[config.mk]
export PLATFORM = sky130hd
export DESIGN_NAME = port_counters
export DESIGN_NICKNAME = d
export VERILOG_FILES = /design/src/common/ingress_pkg.sv /design/src/ingress_port/port_counters.sv
export SDC_FILE = /design/constraint.sdc
export NUM_CORES = 1
export LEC_CHECK = 0
export ABC_AREA = 1
export BUFFER_PORTS_ARGS = -buffer_cell sky130_fd_sc_hd__buf_2
export CORE_ASPECT_RATIO = 0.6
export CORE_MARGIN = 2
export CORE_UTILIZATION = 52
export CTS_CLUSTER_DIAMETER = 80
export CTS_CLUSTER_SIZE = 10
export DETAILED_ROUTE_END_ITERATION = 7
export PLACE_DENSITY = 0.77
export SLEW_MARGIN = 5
export SYNTH_ARGS = -nofsm -noshare
export SYNTH_HDL_FRONTEND = slang
export SYNTH_SLANG_ARGS = --single-unit
[constraint.sdc]
create_clock -name AXIS_ARRAY -period 1.95 [get_ports AXIS_ARRAY]
set_clock_uncertainty 0.05 [all_clocks]
set_input_delay 0.195 -clock AXIS_ARRAY [delete_from_list [all_inputs] [get_ports AXIS_ARRAY]]
set_output_delay 0.195 -clock AXIS_ARRAY [all_outputs]
set_load 0.03 [all_outputs]
[src/common/ingress_pkg.sv]
/* Router ingress shared definitions */

package ingress_pkg;

    //////////////////////////////
    // Port set and bus geometry

    localparam int NUM_PORTS   = 2;
    localparam int BUS_BYTES   = 8;
    localparam int BUS_WIDTH   = BUS_BYTES * 8;
    localparam int PORT0_BYTES = 1;
    localparam int PORT1_BYTES = 4;

    //////////////////////////////
    // Buffer sizing

    localparam int MTU_BYTES = 64;
    localparam int MTU_WORDS = (MTU_BYTES + BUS_BYTES - 1) / BUS_BYTES;

    // Two MTUs per port, rounded up to a power of two so pointers wrap naturally
    localparam int BUF_DEPTH      = 2 ** $clog2(2 * MTU_WORDS);
    localparam int BUF_ADDR_WIDTH = $clog2(BUF_DEPTH);

    //////////////////////////////
    // Counters and tags

    localparam int PORT_ID_WIDTH     = (NUM_PORTS > 1) ? $clog2(NUM_PORTS) : 1;
    localparam int COUNTER_WIDTH     = 32;
    localparam int BUS_PKT_CNT_WIDTH = 64;

    typedef logic [BUS_WIDTH-1:0]     bus_data_t;
    typedef logic [BUS_BYTES-1:0]     bus_keep_t;
    typedef logic [PORT_ID_WIDTH-1:0] port_id_t;
    typedef logic [COUNTER_WIDTH-1:0] counter_t;

    // Decided once per packet from the enable seen on its first beat
    typedef enum logic [1:0] {
        ADAPT_IDLE,
        ADAPT_PASS,
        ADAPT_DROP
    } adapt_state_e;

    typedef enum logic {
        FILL_WRITE,
        FILL_DISCARD
    } fill_state_e;

    typedef enum logic {
        SCHED_IDLE,
        SCHED_SEND
    } sched_state_e;

endpackage

[src/ingress_port/port_counters.sv]
/* Per-port packet counters */

module port_counters (
    input  logic                  AXIS_ARRAY,
    input  logic                  rst,
    input  logic                  clear,
    input  logic                  pkt_committed,
    input  logic                  drop_disabled,
    input  logic                  overflow,
    output ingress_pkg::counter_t pkt_cnt,
    output ingress_pkg::counter_t drop_cnt
);
    import ingress_pkg::*;

    logic [1:0] drop_inc;

    // Add with a ceiling at the all-ones value
    function automatic counter_t sat_add(input counter_t cnt, input logic [1:0] inc);
        logic [COUNTER_WIDTH:0] sum;
        sum = {1'b0, cnt} + (COUNTER_WIDTH+1)'(inc);
        return sum[COUNTER_WIDTH] ? {COUNTER_WIDTH{1'b1}} : sum[COUNTER_WIDTH-1:0];
    endfunction

    // A disabled-port drop and an overflow of an older packet can land together
    assign drop_inc = {1'b0, drop_disabled} + {1'b0, overflow};

    always_ff @(posedge AXIS_ARRAY) begin
        if (rst || clear) begin
            pkt_cnt  <= '0;
            drop_cnt <= '0;
        end else begin
            if (pkt_committed) begin
                pkt_cnt <= sat_add(pkt_cnt, 2'd1);
            end
            if (drop_inc != 2'd0) begin
                drop_cnt <= sat_add(drop_cnt, drop_inc);
            end
        end
    end

endmodule

==> results.yml <==
sta:
  finalCritPeriodShare: 1.02
  min_period_ps: 1990
  finalHoldViolCount: 0
  fmax_mhz: 502
  setup-tns-final_ps: -262
  worst_pin_slew_ps: 455
  rsz0062_at_grt: "true"
  timing.final.ws_setup_ps: -40.6
  slew_viol_final: 0
  max_slew_margin: 0.696
  finalSetupViolations: 14
finish:
  finalNetCount: 728
  stdcell_count: 829
  final_cell_mix: "nand2_1 (160), inv_1 (90), buf_2 (69), nor2_1 (64), dfxtp_1 (60)"
  antennaDiodeCount: 0
  drive_gt1_frac: 0.295
  fillCellCount: 687
  final_common_cell: "nand2_1"
  final_core_util: 0.659
  area_growth_pct: 22.5
routing:
  vias: 4390
  drc: 0
  dr.pass1.iters: 5
  ant_nets: 0
  wl_met1_um: 5780
  wl_met2_um: 5080
  drt_first_iter_violations: 407
  highest-signal-layer: "met4"
  wl_met3_um: 1190
  vias_per_cell: 5.30
  drt_wl_total_um: 12200
  routedWlPerCell_um: 14.7
synth:
  synth_seq_area_share: 0.301
  synth-simple-area-share: 0.429
  ys_seq_elements: 64
  muxShareOfSynthArea: 0
  synth_warnings: 0
  synth_area_um2: 4250
  synth_xor_area_frac: 0.0453
  synth_compound_area_frac: 0.0929
  synth_adder_area_share: 0.0194
  ys_types: 37
  avgSynthCellArea_um2: 6.86
  synth_top_family_by_area: "simple AND/OR/NAND/NOR gates"
  ys.flop_type: "dfxtp_1"
  syn-num-nets: 632
  synth_enable_flop_cells: 0
  syn_inst: 620
  async_reset_ff_frac: 0
floorplanning:
  die-area_um2: 8940
  ios: 70
  die_h_um: 74.1
  die_x_um: 121
  fp-row-count: 25
  core-area_um2: 7910
  initial_utilization: 0.538
clock_tree:
  cts.clk_slew.worst_paths_ps: 60
  clk_latency_ps: 330
  cts_buffer_depth: 2
  cts_tree: "built"
  numCtsBuffers: 9
  cts-root-buf: "clkbuf_16"
  cts_sinks: 64
  htree_levels: 3
pwr:
  clockPowerShare: 0.505
  power.switching_mw: 0.685
  p_per_area_nw_per_um2: 554
  cellLeakagePower_nw: 2.42
  finalPower_mw: 2.89
  seqPwrFrac: 0.457
  vdd_drop_max_uv: 530
  power.internal_mw: 2.20
  combinationalPowerShare: 0.039
  p_sw_frac: 0.237
setup_path:
  worstPathArrival_ps: 2200
  required_ps: 2160
  setup.worst_path.start_class: "flop"
  criticalPathCategory: "flop to flop"
  crit_path_end_kind: "flop"
  critical_path.max_fanout: 7
grt:
  grt_pass1_vias: 3905
  grt_overflow: 0
  grt_max_degree: 31
  antenna_found_initial: 0
  grt_pass1_wl_um: 18900
  track_usage: 0.271
placed_design:
  hpwl_um: 9070
  gp_congestion: 0.946
  place_inst: 802
  place_ws_ps: -286
  numPortBuffers: 69
run_status:
  violations: "negative setup slack"
  status: "finished, violations left"
flow_run:
  cap_violations: 0
hold_path:
  hold_path_class: "input port to flop"
power by group through the flow:
stage	clock network (mW)	registers [mW]	logic [mW]
floorplan	0	1.35	0.0588
global placement	0	1.35	0.105
detailed placement	0	1.35	0.106
CTS	1.48	1.32	0.107
global route	1.54	1.32	0.121
finish	1.46	1.32	0.112
cells by family (layout without fill, tap and decap cells):
kind of cell,Yosys count,count (layout)
AND/OR/NAND/NOR,361,361
buffers and inverters,112,213
flip-flops,64,64
AO/OA/AOI/OAI,55,55
XOR/XNOR,22,22
adder cells (fa/ha/maj),6,6
layer usage:
metal,vias to the layer above,track usage
met4,0,0.0762
li1,2155,-
met1,2030,0.390
met3,15,0.0821
met5,-,0
met2,190,0.394
critical path, cell delays in order, from the launching register on:
cell,delay [ps]
dfxtp_2,350
ha_4,140
inv_2,30
fa_2,360
nor2_4,150
nand3_4,130
nor2_8,160
nand4_4,170
buf_4,220
a21oi_1,150
flip-flops by register name, indices dropped and copies added (netlist names):
register,flops
pkt_cnt,32
drop_cnt,32
final timing paths:
kind	endpoint	from	slack, ps	cells past startpoint
hold reg to reg	pkt_cnt[1]$_SDFFE_PP0P_	pkt_cnt[1]$_SDFFE_PP0P_	490	2
setup / recovery	drop_cnt[8]$_SDFFE_PP0P_	drop_cnt[0]$_SDFFE_PP0P_	-40	9
hold / removal	pkt_cnt[14]$_SDFFE_PP0P_	pkt_committed	250	3
setup reg to reg	drop_cnt[8]$_SDFFE_PP0P_	drop_cnt[0]$_SDFFE_PP0P_	-40	9
synth_stat cells (2+ instances only):
cell,instances,share of area
a21oi_1,18,0.021
a21oi_2,20,0.041
a31oi_1,4,0.0059
a31oi_2,4,0.012
buf_1,2,0.0018
buf_4,2,0.0035
buf_6,5,0.013
clkbuf_1,2,0.0018
dfxtp_1,64,0.30
ha_1,5,0.015
inv_1,94,0.083
inv_2,4,0.0035
nand2_1,163,0.14
nand2_2,8,0.012
nand2_4,2,0.0053
nand3_1,43,0.051
nand3_2,17,0.040
nand3_4,2,0.0082
nand3b_1,5,0.0088
nand4_1,24,0.035
nor2_1,67,0.059
nor2_2,8,0.012
nor2_4,9,0.024
nor2_8,2,0.0094
nor3_1,6,0.0071
o21ai_0,5,0.0059
o21bai_1,4,0.0071
or2_2,2,0.0029
xnor2_1,11,0.023
xor2_1,11,0.023
what timing repair did:
action / CTS / global route
pin swaps: 1 / 12
endpoints found under the setup margin: 8 / 38
setup buffers: 6 / 4
gates resized for setup: 1 / 14
gates cloned: 0 / 1
hold buffers: 0 / 0
per-stage QoR:
| stage | hold WS (ps) | cell area (um^2) |
|---|---|---|
| 3_3_place_gp | 474 | 4810 |
| 6_report | 251 | 5210 |
| 3_5_place_dp | 490 | 4810 |
| 5_1_grt | 276 | 5210 |
| 2_1_floorplan | 333 | 4280 |
| 4_1_cts | 235 | 5120 |
area by class of cell:
class                      count  area, um^2  share of cell area
inverter                      99         372              0.0713
clock buffer                  10         229              0.0439
clock inverter                 6        36.3             0.00696
multi-input combinational    444        2550               0.489
tap                          108         135              0.0259
timing repair buffer          98         606               0.116
sequential                    64        1290               0.247
Note: power is estimated with default switching activity, not from simulation.
