### src/common/ingress_pkg.sv
/* Router ingress shared definitions */

package ingress_pkg;

    //////////////////////////////
    // Port set and bus geometry

    localparam int NUM_PORTS   = 2;
    localparam int BUS_BYTES   = 8;
    localparam int BUS_WIDTH   = BUS_BYTES * 8;
    localparam int PORT0_BYTES = 1;
    localparam int PORT1_BYTES = 4;

    //////////////////////////////
    // Buffer sizing

    localparam int MTU_BYTES = 64;
    localparam int MTU_WORDS = (MTU_BYTES + BUS_BYTES - 1) / BUS_BYTES;

    // Two MTUs per port, rounded up to a power of two so pointers wrap naturally
    localparam int BUF_DEPTH      = 2 ** $clog2(2 * MTU_WORDS);
    localparam int BUF_ADDR_WIDTH = $clog2(BUF_DEPTH);

    //////////////////////////////
    // Counters and tags

    localparam int PORT_ID_WIDTH     = (NUM_PORTS > 1) ? $clog2(NUM_PORTS) : 1;
    localparam int COUNTER_WIDTH     = 32;
    localparam int BUS_PKT_CNT_WIDTH = 64;

    typedef logic [BUS_WIDTH-1:0]     bus_data_t;
    typedef logic [BUS_BYTES-1:0]     bus_keep_t;
    typedef logic [PORT_ID_WIDTH-1:0] port_id_t;
    typedef logic [COUNTER_WIDTH-1:0] counter_t;

    // Decided once per packet from the enable seen on its first beat
    typedef enum logic [1:0] {
        ADAPT_IDLE,
        ADAPT_PASS,
        ADAPT_DROP
    } adapt_state_e;

    typedef enum logic {
        FILL_WRITE,
        FILL_DISCARD
    } fill_state_e;

    typedef enum logic {
        SCHED_IDLE,
        SCHED_SEND
    } sched_state_e;

endpackage

### src/ingress_port/port_width_adapter.sv
/* Narrow port to bus word adapter */

module port_width_adapter #(
    parameter int IN_BYTES = 1
) (
    input  logic                   AXIS_ARRAY,
    input  logic                   rst,
    input  logic                   in_valid,
    input  logic [IN_BYTES*8-1:0]  in_data,
    input  logic                   in_last,
    input  logic                   enable,
    output logic                   word_valid,
    output ingress_pkg::bus_data_t word_data,
    output ingress_pkg::bus_keep_t word_keep,
    output logic                   word_last,
    output logic                   drop_disabled
);
    import ingress_pkg::*;

    typedef logic [$clog2(BUS_BYTES+1)-1:0] fill_t;

    adapt_state_e state;
    fill_t        fill_bytes;
    logic         pass_beat;
    logic         word_full;
    logic         emit;

    // A beat goes through when the packet is already passing, or when it opens
    // a packet while the port is enabled
    assign pass_beat = in_valid && (state == ADAPT_PASS || (state == ADAPT_IDLE && enable));
    assign word_full = (fill_bytes + fill_t'(IN_BYTES)) == fill_t'(BUS_BYTES);
    assign emit      = pass_beat && (in_last || word_full);

    always_ff @(posedge AXIS_ARRAY) begin
        if (rst) begin
            state         <= ADAPT_IDLE;
            fill_bytes    <= '0;
            word_valid    <= 1'b0;
            drop_disabled <= 1'b0;
        end else begin
            word_valid    <= emit;
            drop_disabled <= 1'b0;
            if (pass_beat) begin
                fill_bytes <= emit ? '0 : fill_bytes + fill_t'(IN_BYTES);
            end
            if (in_valid) begin
                case (state)
                    ADAPT_IDLE: begin
                        if (!enable) begin
                            if (in_last) begin
                                drop_disabled <= 1'b1;
                            end else begin
                                state <= ADAPT_DROP;
                            end
                        end else if (!in_last) begin
                            state <= ADAPT_PASS;
                        end
                    end
                    ADAPT_PASS: begin
                        if (in_last) begin
                            state <= ADAPT_IDLE;
                        end
                    end
                    ADAPT_DROP: begin
                        if (in_last) begin
                            drop_disabled <= 1'b1;
                            state         <= ADAPT_IDLE;
                        end
                    end
                    default: state <= ADAPT_IDLE;
                endcase
            end
        end
    end

    // Beats fill the word from byte 0 upward, a fresh word starts zeroed
    always_ff @(posedge AXIS_ARRAY) begin
        if (pass_beat) begin
            if (fill_bytes == '0) begin
                word_data <= '0;
            end
            word_data[fill_bytes*8 +: IN_BYTES*8] <= in_data;
            word_keep <= bus_keep_t'((32'd1 << (fill_bytes + fill_t'(IN_BYTES))) - 32'd1);
            word_last <= in_last;
        end
    end

endmodule

### config.mk
export PLATFORM = sky130hd
export DESIGN_NAME = port_width_adapter
export DESIGN_NICKNAME = d
export VERILOG_FILES = /design/src/common/ingress_pkg.sv /design/src/ingress_port/port_width_adapter.sv
export SDC_FILE = /design/constraint.sdc
export NUM_CORES = 1
export LEC_CHECK = 0
export ABC_AREA = 1
export BUFFER_PORTS_ARGS = -buffer_cell sky130_fd_sc_hd__buf_2
export CAP_MARGIN = 0
export CORE_MARGIN = 2
export CORE_UTILIZATION = 30
export CTS_BUF_LIST = sky130_fd_sc_hd__clkbuf_2 sky130_fd_sc_hd__clkbuf_4 sky130_fd_sc_hd__clkbuf_8
export DETAILED_ROUTE_END_ITERATION = 12
export GPL_TIMING_DRIVEN = 0
export PLACE_DENSITY_LB_ADDON = 0.15
export SYNTH_ARGS = -nofsm -noshare
export SYNTH_HDL_FRONTEND = slang
export SYNTH_SLANG_ARGS = --single-unit
### constraint.sdc
create_clock -name AXIS_ARRAY -period 4.6 [get_ports AXIS_ARRAY]
set_input_delay 0.69 -clock AXIS_ARRAY [delete_from_list [all_inputs] [get_ports AXIS_ARRAY]]
set_output_delay 0.69 -clock AXIS_ARRAY [all_outputs]
set_load 0.02 [all_outputs]
==> results.md <==
* Final setup violation count at 0
* Synthesized cell area at 0.003675 mm2
* Cts hold-fix bufs at 0
* Ys flop type: edfxtp_1
* Layout Cell Area excl Fill at 0.004517 mm2
* Synth Net Count at between 300 and 400
* Multi-input logic area at ~0.0011 mm2
* CTS max path bufs at 2
* Worst rel slew slack at 40.31%
* IR drop worst, VDD at roughly 0.18 mV
* Gr ovfl total at 0
* Synth Register Bits at between 80 and 90
* RD Place Congestion at about 0.75
* Worst-margin pin slew at 0.8953 ns
* Port Buf Inserts at 87
* Register area share after synthesis at between 60 and 70%
* Filler cell count at around 1200
* Number of flops mapped to enable cells by yosys at between 70 and 80
* Period utilization at 64.85%
* Final min period at 2.983 ns
* Die ar. at 0.01315 mm2
* Register area at 0.002352 mm2
* First-pass GRT wire length at 13050 um
* Row count at 40
* Tot GR Track Use at 13.27%
* Cell Area, Placed at 0.004294 mm2
* Area leader, netlist: edfxtp_1
* Distinct cells, synth at 31
* Syn avg cell area at between 10 and 15 um2
* Reg clk slew, reported paths at about 0.090 ns
* Antenna-violating nets left at 0
* Die Ht at roughly 110 um
* Initial Util at 30.72%
* Ant diodes at 0
* WP data required at around 4.6 ns
* Warning count from the yosys run at 0
* Top-count cell post-synth: nor2_1
* Num CTS Buffers at 9
* Largest net degree at the start of global routing at 16
* Worst min path class: register to register
* Max Clk Rate at 335.2 MHz
* Max FO, Critical Path at 9
* R2r setup slk at 1.62 ns
* Post-CTS sizing at 0
* Clock Skew at ~0.014 ns
* Maxcap violations at 0
* H-tree Lvls at 3
* Slew Limit Fails at 0
* Status: finished, final reports clean
* Skew-Pair Late Insertion Delay at about 0.37 ns
* Synth-to-layout area growth at 22.91%
* Finished Layout Cells at 580
* PnR worst setup slack at between 1.5 and 2 ns
* Cell area power density at 394.4 mW/mm2
* Final Hold Fails at 0
* Nature of the critical path endpoint: register
* Initial antenna violation count at 0
* Total negative slack at 0 ns
* Startpoint types: register
* Leakage at 0.001826 uW
* CTS tree: built
* Setup Buffers After CTS at 0
* Yosys top cell area share at slightly below 60%
* Async S/R FF share, synth at 0%
* Vias in the first global route at about 2600
* Clk root buf: clkbuf_8
* Share of post-route cells with drive strength above 1 at 32.79%
* HPWL after detailed placement at just over 6000 um
* Wire per inst at 14.20 um
* Dpl cells at around 560
* Vias/cell at 4.448
* Vias at 2580
* Nets at 452
* WS Path Type: register to register
* Final WL at 8236 um
* Arrival time at the worst endpoint at ~3.0 ns
* DRT iter0 DRCs at 91
* Synth area leaders: edfxtp_1 60%, nor2_1 8.0%, dfxtp_1 4.4%
* RSZ-0062 raised after global routing: no
* Pre-Repair DR Iteration Count at 4
* IO Pins at 88
* Synth top cells by count: 78 x nor2_1, 73 x edfxtp_1, 42 x nand2_1
* Die width at 114.7 um
* Pre-CTS setup slack at 1.553 ns
* DRC Markers at 0
* Core ar. at 0.01196 mm2
* Num Clock Sinks at 81
* Synth Instances at 330
==> cells by family (layout without fill, tap and decap cells) <==
family                   after synthesis  after routing  synth area share, %
flip-flops                            81             81                64.01
AO/OA/AOI/OAI                         25             25                4.188
adder cells (fa/ha/maj)               11             11                3.745
XOR/XNOR                               2              2               0.9875
buffers and inverters                 42            145                4.937
AND/OR/NAND/NOR                      169            169                22.13
==> worst paths after layout <==
kind / start / end / depth (start not counted)
worst max-delay path: fill_bytes[0] / word_data[48] / 9
worst min-delay path: state[1] / state[1] / 2
worst max register to register: fill_bytes[0] / word_data[48] / 9
worst min register to register: state[1] / state[1] / 2
==> flip-flops by register name, indices dropped and copies added (netlist names) <==
register and cells:
fill_bytes 4, drop_disabled 1, word_valid 1, word_keep 8
word_data 64, state 2, word_last 1
==> through the flow <==
step	hold WS [ns]	total power, uW	utilization (%)
6_report	0.5275	1782	37.76
5_1_grt	0.5298	1858	37.76
4_1_cts	0.5251	1802	37.76
3_5_place_dp	0.5137	1214	35.90
3_3_place_gp	0.5038	1210	35.90
2_1_floorplan	0.4734	1114	-
==> critical path, cell delays in order, from the launching register on <==
cell	delay [ns]
dfxtp_1	0.57
inv_1	0.24
nand3_1	0.16
inv_1	0.06
ha_1	0.17
inv_1	0.14
nand4_1	0.15
nor2_1	0.20
nand2_2	0.18
a21oi_1	0.73
==> layout by cell type, fill, tap and decap left out <==
| cell | count |
|---|---|
| o21ai_1 | 1 |
| nand2_1 | 42 |
| clkinv_2 | 1 |
| nand4_1 | 6 |
| o211ai_1 | 3 |
| nand2_4 | 5 |
| inv_4 | 1 |
| clkbuf_4 | 1 |
| bufinv_16 | 2 |
| nor2_2 | 2 |
| a21oi_1 | 11 |
| a211oi_1 | 1 |
| clkinvlp_4 | 2 |
| buf_6 | 2 |
| nor2_4 | 4 |
| inv_8 | 1 |
| a21oi_2 | 5 |
| xor2_1 | 1 |
| nand3_4 | 1 |
| nor2_1 | 78 |
| nand3b_1 | 1 |
| buf_2 | 89 |
| o21ai_0 | 4 |
| ha_1 | 11 |
| nor3_2 | 1 |
| nand3_1 | 15 |
| dfxtp_1 | 8 |
| edfxtp_1 | 73 |
| inv_1 | 35 |
| nand2_2 | 10 |
| nand3_2 | 2 |
| buf_4 | 1 |
| xnor2_4 | 1 |
| inv_2 | 1 |
| clkbuf_8 | 9 |
| nor4_1 | 1 |
| nor4_2 | 1 |
==> report_power, final <==
part | total [uW] | switching (uW) | internal [uW] | leakage (uW)
clock network | 590 | 276 | 314 | 0.000108
logic | 299 | 215 | 84.0 | 0.000958
registers | 893 | 19.0 | 874 | 0.000759
==> final cells by class <==
cell class / instances / share of cell area [%]
sequential: 81 / 52.08
multi-input combinational: 207 / 25.26
timing repair buffer: 87 / 9.640
tap: 147 / 4.072
inverter: 37 / 3.130
clock buffer: 10 / 2.909
clock inverter: 6 / 2.022
buffer: 5 / 0.8864
==> routing by layer <==
layer / up-vias / track usage [%] / wire length [um] / share of wire [%]
met3: 11 / 4.500 / 533 / 6.5
met4: 0 / 5.122 / 128 / 1.6
met1: 1197 / 16.81 / 3790 / 46
met5: - / 0 / 0 / 0
met2: 75 / 20.95 / 3784 / 46
li1: 1297 / - / - / -
(Power assumes the default switching activity.)
