`config.mk`:
```
export PLATFORM = sky130hd
export DESIGN_NAME = packet_fifo
export DESIGN_NICKNAME = d
export VERILOG_FILES = /design/src/common/ingress_pkg.sv /design/src/ingress_buffer/packet_fifo.sv
export SDC_FILE = /design/constraint.sdc
export NUM_CORES = 1
export LEC_CHECK = 0
export ABC_AREA = 1
export ABC_CLOCK_PERIOD_IN_PS = 6500
export BUFFER_PORTS_ARGS = -buffer_cell sky130_fd_sc_hd__buf_2
export CAP_MARGIN = 30
export CORE_MARGIN = 1
export CORE_UTILIZATION = 44
export DETAILED_ROUTE_END_ITERATION = 8
export PLACE_DENSITY = 0.71
export SYNTH_ARGS = -nofsm -noshare
export SYNTH_HDL_FRONTEND = slang
export SYNTH_SLANG_ARGS = --single-unit
```
`constraint.sdc`:
```
create_clock -name AXIS_ARRAY -period 6.5 [get_ports AXIS_ARRAY]
set_clock_uncertainty 0.05 [all_clocks]
set_input_delay 0.325 -clock AXIS_ARRAY [delete_from_list [all_inputs] [get_ports AXIS_ARRAY]]
set_output_delay 0.325 -clock AXIS_ARRAY [all_outputs]
set_load 0.01 [all_outputs]
```
`src/common/ingress_pkg.sv`:
```
/* Router ingress shared definitions */

package ingress_pkg;

    //////////////////////////////
    // Port set and bus geometry

    localparam int NUM_PORTS   = 2;
    localparam int BUS_BYTES   = 8;
    localparam int BUS_WIDTH   = BUS_BYTES * 8;
    localparam int PORT0_BYTES = 1;
    localparam int PORT1_BYTES = 4;

    //////////////////////////////
    // Buffer sizing

    localparam int MTU_BYTES = 64;
    localparam int MTU_WORDS = (MTU_BYTES + BUS_BYTES - 1) / BUS_BYTES;

    // Two MTUs per port, rounded up to a power of two so pointers wrap naturally
    localparam int BUF_DEPTH      = 2 ** $clog2(2 * MTU_WORDS);
    localparam int BUF_ADDR_WIDTH = $clog2(BUF_DEPTH);

    //////////////////////////////
    // Counters and tags

    localparam int PORT_ID_WIDTH     = (NUM_PORTS > 1) ? $clog2(NUM_PORTS) : 1;
    localparam int COUNTER_WIDTH     = 32;
    localparam int BUS_PKT_CNT_WIDTH = 64;

    typedef logic [BUS_WIDTH-1:0]     bus_data_t;
    typedef logic [BUS_BYTES-1:0]     bus_keep_t;
    typedef logic [PORT_ID_WIDTH-1:0] port_id_t;
    typedef logic [COUNTER_WIDTH-1:0] counter_t;

    // Decided once per packet from the enable seen on its first beat
    typedef enum logic [1:0] {
        ADAPT_IDLE,
        ADAPT_PASS,
        ADAPT_DROP
    } adapt_state_e;

    typedef enum logic {
        FILL_WRITE,
        FILL_DISCARD
    } fill_state_e;

    typedef enum logic {
        SCHED_IDLE,
        SCHED_SEND
    } sched_state_e;

endpackage

```
`src/ingress_buffer/packet_fifo.sv`:
```
/* Store-and-forward packet buffer */

module packet_fifo (
    input  logic                   AXIS_ARRAY,
    input  logic                   rst,
    input  logic                   word_valid,
    input  ingress_pkg::bus_data_t word_data,
    input  ingress_pkg::bus_keep_t word_keep,
    input  logic                   word_last,
    input  logic                   rd_en,
    output logic                   pkt_ready,
    output ingress_pkg::bus_data_t rd_data,
    output ingress_pkg::bus_keep_t rd_keep,
    output logic                   rd_last,
    output logic                   overflow,
    output logic                   pkt_committed
);
    import ingress_pkg::*;

    // One extra bit tells a full buffer from an empty one
    typedef logic [BUF_ADDR_WIDTH:0] ptr_t;

    bus_data_t   mem_data [BUF_DEPTH];
    bus_keep_t   mem_keep [BUF_DEPTH];
    logic        mem_last [BUF_DEPTH];

    fill_state_e fill_state;
    ptr_t        wr_ptr;
    ptr_t        commit_ptr;
    ptr_t        rd_ptr;
    ptr_t        pkt_count;
    logic        full;
    logic        wr_en;
    logic        commit;
    logic        release_pkt;

    // Occupancy includes the words already written for the packet in progress
    assign full        = (wr_ptr - rd_ptr) == ptr_t'(BUF_DEPTH);
    assign wr_en       = word_valid && fill_state == FILL_WRITE && !full;
    assign commit      = wr_en && word_last;
    assign release_pkt = rd_en && rd_last;

    //////////////////////////////
    // Write side

    always_ff @(posedge AXIS_ARRAY) begin
        if (rst) begin
            fill_state    <= FILL_WRITE;
            wr_ptr        <= '0;
            commit_ptr    <= '0;
            overflow      <= 1'b0;
            pkt_committed <= 1'b0;
        end else begin
            overflow      <= 1'b0;
            pkt_committed <= commit;
            if (word_valid) begin
                case (fill_state)
                    FILL_WRITE: begin
                        if (full) begin
                            // Throw away what this packet has written so far
                            wr_ptr <= commit_ptr;
                            if (word_last) begin
                                overflow <= 1'b1;
                            end else begin
                                fill_state <= FILL_DISCARD;
                            end
                        end else begin
                            wr_ptr <= wr_ptr + 1'b1;
                            if (word_last) begin
                                commit_ptr <= wr_ptr + 1'b1;
                            end
                        end
                    end
                    FILL_DISCARD: begin
                        if (word_last) begin
                            overflow   <= 1'b1;
                            fill_state <= FILL_WRITE;
                        end
                    end
                    default: fill_state <= FILL_WRITE;
                endcase
            end
        end
    end

    always_ff @(posedge AXIS_ARRAY) begin
        if (wr_en) begin
            mem_data[wr_ptr[BUF_ADDR_WIDTH-1:0]] <= word_data;
            mem_keep[wr_ptr[BUF_ADDR_WIDTH-1:0]] <= word_keep;
            mem_last[wr_ptr[BUF_ADDR_WIDTH-1:0]] <= word_last;
        end
    end

    //////////////////////////////
    // Read side

    always_ff @(posedge AXIS_ARRAY) begin
        if (rst) begin
            rd_ptr    <= '0;
            pkt_count <= '0;
        end else begin
            if (rd_en) begin
                rd_ptr <= rd_ptr + 1'b1;
            end
            if (commit && !release_pkt) begin
                pkt_count <= pkt_count + 1'b1;
            end else if (release_pkt && !commit) begin
                pkt_count <= pkt_count - 1'b1;
            end
        end
    end

    assign pkt_ready = pkt_count != '0;
    assign rd_data   = mem_data[rd_ptr[BUF_ADDR_WIDTH-1:0]];
    assign rd_keep   = mem_keep[rd_ptr[BUF_ADDR_WIDTH-1:0]];
    assign rd_last   = mem_last[rd_ptr[BUF_ADDR_WIDTH-1:0]];

endmodule

```
==> results of run 1 <==
## worst paths after layout
| check | start | to | slack [ns] | cells after the start |
|---|---|---|---|---|
| worst max-delay path | register | rd_data[34] | 1.88 | 7 |
| worst min-delay path | word_last | overflow | 0.08 | 3 |
| worst max register to register | register | pkt_count[4] | 2.62 | 15 |
| worst min register to register | pkt_count[4] | pkt_count[4] | 0.46 | 2 |
## stage by stage
stage	cells	setup slack [ns]	hold slack [ns]	instance area [sq um]	util (%)
finish	4966	1.88	0.0782	52900	50.3
global route	4966	1.56	0.0866	52900	50.3
CTS	4965	1.83	0.0624	52900	50.3
floorplan	3334	1.49	0.374	46600	-
global placement	4671	2.66	0.446	48400	46.1
detailed placement	4676	2.61	0.447	48600	46.2
## logic make-up after synthesis
group | share of synthesized area [%]
AO/OA/AOI/OAI | 12.9
XOR/XNOR | 0.150
adder cells (fa/ha/maj) | 0.392
buffers and inverters | 3.20
flip-flops | 76.4
AND/OR/NAND/NOR | 6.95
## per-layer routing
layer	GRT usage [%]	vias to the layer above
met1	29.8	14400
met5	0	-
met3	3.25	215
met2	33.8	1313
met4	6.47	14
li1	-	13000
## where the power goes
part	leakage (nW)	switching, mW	internal (mW)
Combinational	4.47	0.904	0.375
Clock	1.74	2.77	3.60
Sequential	10.8	0.0616	8.64
Total	17.0	3.74	12.6
## registers in the layout, summed over array words and instances, names as in the netlist, 5 cells and up, named ones only
register    cells
mem_keep      128
mem_last       16
mem_data     1024
rd_ptr          5
pkt_count       5
wr_ptr          5
commit_ptr      5
## worst max-delay path, cell delays in order, from the launching register on
cell and delay (ns):
dfxtp_4 0.81, buf_4 0.84, buf_4 0.85, o21ai_0 0.23
o221ai_1 0.29, nand3_1 0.14, nand2_1 0.20, buf_2 0.16
## layout by cell type (no fill, tap or decap), drive strengths merged, types with 7 or more instances in the layout
cell,Yosys,final
bufinv,0,7
nor2,629,629
o211ai,95,95
clkinv,1,52
clkbuf,136,151
inv,49,52
o21ai,593,593
nand2,127,127
dlygate4sd3,0,75
nand3,68,68
buf,108,196
o221ai,197,197
xor2,8,8
edfxtp,1168,1168
ha,13,13
a21oi,12,12
dfxtp,27,27
o22ai,91,91
## layout make-up
class | instances | share of cell area, %
inverters | 50 | 0.428
multi-input cells | 1845 | 18.2
repair buffers | 271 | 3.97
clock buffers | 151 | 5.81
flip-flops and latches | 1195 | 67.3
well taps | 1391 | 3.29
clock inverters | 63 | 0.943
## what timing repair did
item,in CTS,in global routing
hold buffers,75,0
endpoints found under the hold margin,1159,0
setup endpoints to repair,0,0
setup buffers,0,0
==> flow_summary.json, run 1 <==
{
  "status": "finished, final reports clean",
  "fin_crit_ns": 4.62,
  "ctsHtreeMaxLevel": 3,
  "final_nets": 3569,
  "cp-end-kind": "primary output",
  "synth-seq-cells": 1195,
  "multi_input_area_sq_um": 9650,
  "setup_violations": 0,
  "seq_area_sq_um": 35600,
  "antenna_found_initial": 7,
  "post_drt_wl_per_cell_microns": 23.3,
  "drt_wl_total_mm": 116,
  "min_period_over_period_pct": 71.1,
  "min_path_type": "primary input to register",
  "grt_usage_pct": 21.1,
  "synthesis.area_sq_um": 46600,
  "ant_nets": 0,
  "routed.top_layer": "met5",
  "timing.fmax_ghz": 0.216,
  "yosys-top-cells-area": "edfxtp_1 75%, o21ai_0 6.3%, nor2_1 5.1%, o221ai_1 3.7%, o211ai_1 1.5%",
  "path_max_fanout": 94,
  "cts_tree": "done",
  "ys_types": 28,
  "cts_sinks": 1195,
  "crit_type": "register to primary output",
  "dieArea_sq_um": 107000,
  "max_slew_margin_pct": 7.66,
  "synth_top_flop_cell": "edfxtp_1",
  "fin_total_pwr_mw": 16.4,
  "worstPathArrival_ns": 4.25,
  "fillCellCount": 8745,
  "ys_seq_area_share_pct": 76.4,
  "n_antenna_cell": 0,
  "die_x_microns": 328,
  "synth_edf_count": 1168,
  "fin_tns_setup_ns": 0,
  "drive_gt1_share_pct": 10.4,
  "synth_cells": 3334,
  "netlist_top_cells_count": "1,168 x edfxtp_1, 629 x nor2_1, 583 x o21ai_0",
  "cp_data_required_time_ns": 6.12,
  "dr.pass1.iters": 6,
  "crit_path_start_kind": "register",
  "wl_met1_mm": 48.8,
  "drv_slew": 0,
  "hpwlAfterDp_mm": 54.1,
  "row_count": 119,
  "drtIter0Drc": 3249,
  "drt_drc_violations_left": 0,
  "clock_path_buffers": 3,
  "synth-async-reset-ratio_pct": 0,
  "ys_warn_count": 0,
  "maxCapViolations": 0,
  "via_per_inst": 5.83,
  "clk_pin_slew_ns": 0.07,
  "synth_top_area_share_pct": 75.2,
  "peakVddDrop_uv": 221,
  "synth_area_per_cell_sq_um": 14.0,
  "first_global_vias": 27900,
  "synth_fp_nets": 3425,
  "clock_latency_ns": 0.70,
  "wl_met3_mm": 9.01,
  "core_area_sq_um": 105000,
  "synth_most_common_cell": "edfxtp_1",
  "gp_congestion": 0.768,
  "wl_met2_mm": 55.2,
  "grt_pass1_wl_mm": 173,
  "final-hold-violation-count": 0,
  "synthToLayoutAreaGrowth_pct": 13.5,
  "grt_setup_unrepaired": "no",
  "cts_resized": 0,
  "root_buffer": "clkbuf_16",
  "ioPinCount": 153,
  "initial_utilization_pct": 44.4,
  "grt_overflow": 0,
  "p_leak_nw": 17.0,
  "port_buffers": 152,
  "worst_pin_slew_ns": 1.39,
  "cts_made_buffers": 115,
  "grt_max_degree": 257,
  "power_density_nw_per_um2": 309,
  "num_vias": 28900,
  "synth_top_cell_by_area": "edfxtp_1",
  "dieHeight_microns": 328
}
Power figures use the tool's default switching activity.
==> run 2, diff against run 1 <==
- ABC_CLOCK_PERIOD_IN_PS: 6500 -> 4700
- clock period: 6.5 -> 4.7 ns (I/O delays scaled with it)
==> flow_summary.json, run 2 (same netlist as run 1, synthesis figures left out) <==
{
  "r2r-end": "pkt_count[4]",
  "final_nets": 3583,
  "min_period_over_period_pct": 88.2,
  "via_per_inst": 5.83,
  "num_vias": 29000,
  "peakVddDrop_uv": 284,
  "worstPathArrival_ns": 3.86,
  "final_cell_count_no_fill": 4981,
  "synthToLayoutAreaGrowth_pct": 14.1,
  "cts_made_buffers": 114,
  "gp_congestion": 0.767,
  "grt_pass1_wl_mm": 171,
  "slowest_stage": "buf_4",
  "max_slew_margin_pct": 28.3,
  "grt_setup_unrepaired": "no",
  "die_x_microns": 328,
  "fin_crit_ns": 4.15,
  "fin_total_pwr_mw": 22.8,
  "first_global_vias": 27900,
  "maxCapViolations": 0,
  "cp_cell_sequence": "buf_4 -> buf_4 -> o21ai_0 -> o221ai_1 -> nand3_1 -> nand2_1 -> buf_2",
  "drt_drc_violations_left": 0,
  "multi_input_area_sq_um": 9650,
  "r2r_cells": 15,
  "post_drt_wl_per_cell_microns": 23.2,
  "seq_area_sq_um": 35600,
  "r2r_slack_ns": 1.18,
  "fin_tns_setup_ns": 0,
  "drt_wl_total_mm": 116,
  "path_delay_family": "buffers and inverters",
  "crit_type": "register to primary output",
  "p_leak_nw": 17.1,
  "row_count": 119,
  "port_buffers": 152,
  "final_cell_area_sq_um": 53200,
  "initial_utilization_pct": 44.4,
  "drv_slew": 0,
  "whs_path_depth": 3,
  "min_path_type": "primary input to register",
  "hpwlAfterDp_mm": 54.2,
  "ctsHtreeMaxLevel": 3,
  "largest_reg_flops": 1024,
  "cp-end-kind": "primary output",
  "layout_commonest_cell": "edfxtp_1",
  "cp_num_buf_inv": 3,
  "path_common_cell": "buf_4",
  "clk_pin_slew_ns": 0.06,
  "dr.pass1.iters": 5,
  "dieArea_sq_um": 107000,
  "ant_nets": 0,
  "dp.cells": 4687,
  "min_to": "rd_ptr[0]",
  "cts_tree": "done",
  "clock_latency_ns": 0.71,
  "status": "finished, final reports clean",
  "antenna_found_initial": 9,
  "cts_resized": 0,
  "pre_cts_slack_ns": 1.22,
  "path_max_fanout": 96,
  "root_buffer": "clkbuf_16",
  "finish.utilization_pct": 50.6,
  "ioPinCount": 153,
  "whs_ns": 0.401,
  "core_area_sq_um": 105000,
  "setup_violations": 0,
  "drtIter0Drc": 3372,
  "placed_area_sq_um": 48700,
  "dieHeight_microns": 328,
  "clock_path_buffers": 3,
  "layout_common_cells": "1,168 x edfxtp_1, 613 x nor2_1, 583 x o21ai_0, 197 x o221ai_1, 152 x buf_2",
  "worst_pin_slew_ns": 1.07,
  "cts_sinks": 1195,
  "cp_slowest_stage_delay_ns": 0.87,
  "grt_usage_pct": 21.1,
  "fillCellCount": 8682,
  "hold_path.startpoint": "rd_en",
  "power_density_nw_per_um2": 428,
  "setup_ws_ns": 0.552,
  "final-hold-violation-count": 0,
  "grt_max_degree": 280,
  "drive_gt1_share_pct": 10.9,
  "grt_overflow": 0,
  "timing.fmax_ghz": 0.241,
  "cp_data_required_time_ns": 4.41,
  "crit_path_start_kind": "register"
}
run 2: cell types whose count changed in the layout (fill, tap and decap cells not counted), moves of 3 or more:
cell       previous run  this run
clkinv_1             34        37
bufinv_16             7        10
buf_12               11        22
buf_4                27        31
clkbuf_1             33        22
run 2: how the worst max path moves through the flow:
| stage | cells past startpoint | slack (ns) | startpoint | to |
|---|---|---|---|---|
| finish | 7 | 0.55 | register | rd_data[10] |
| detailed placement | 15 | 1.22 | register | pkt_count[4] |
| CTS | 7 | 0.53 | register | rd_keep[7] |
| floorplan | 11 | -0.31 | wr_ptr[3] | mem_data[0][0] |
| global placement | 12 | 1.31 | wr_ptr[0] | mem_data[6][60] |
| global route | 7 | 0.35 | register | rd_data[10] |
run 2: where the power goes:
group | internal [mW] | leakage (nW) | total (mW) | switching [mW]
Clock | 5.09 | 1.78 | 8.96 | 3.86
Sequential | 11.9 | 10.8 | 12.0 | 0.0711
Combinational | 0.524 | 4.57 | 1.79 | 1.26
run 2: final cells by class:
| class | count | area share [%] |
|---|---|---|
| flip-flops and latches | 1195 | 67.0 |
| multi-input cells | 1845 | 18.1 |
| clock buffers | 139 | 5.66 |
| repair buffers | 286 | 4.35 |
| well taps | 1391 | 3.27 |
| clock inverters | 73 | 1.19 |
| inverters | 50 | 0.426 |
| diodes | 2 | 0.00941 |
run 2: routing by layer:
metal,track usage [%],wire length (microns),vias up
met3,3.61,9520,198
met1,29.5,48200,14500
met5,0,89,-
met4,6.83,2830,12
met2,33.7,55200,1289
li1,-,-,13000
run 2: repair_timing:
item,CTS,global route
setup endpoints to repair,0,0
buffers inserted,0,0
endpoints found under the hold margin,1187,0
hold buffers,77,0
run 2: worst reg2reg max path: cells and delay by family, from the launching register on:
family | cells | cell delay [ns]
buffers and inverters | 2 | 0.80
AOI/OAI and AO/OA | 4 | 0.78
and+or+nand+nor | 6 | 0.58
DFF | 1 | 0.57
adders and majority gates | 2 | 0.51
xor gates and xnor gates | 1 | 0.16
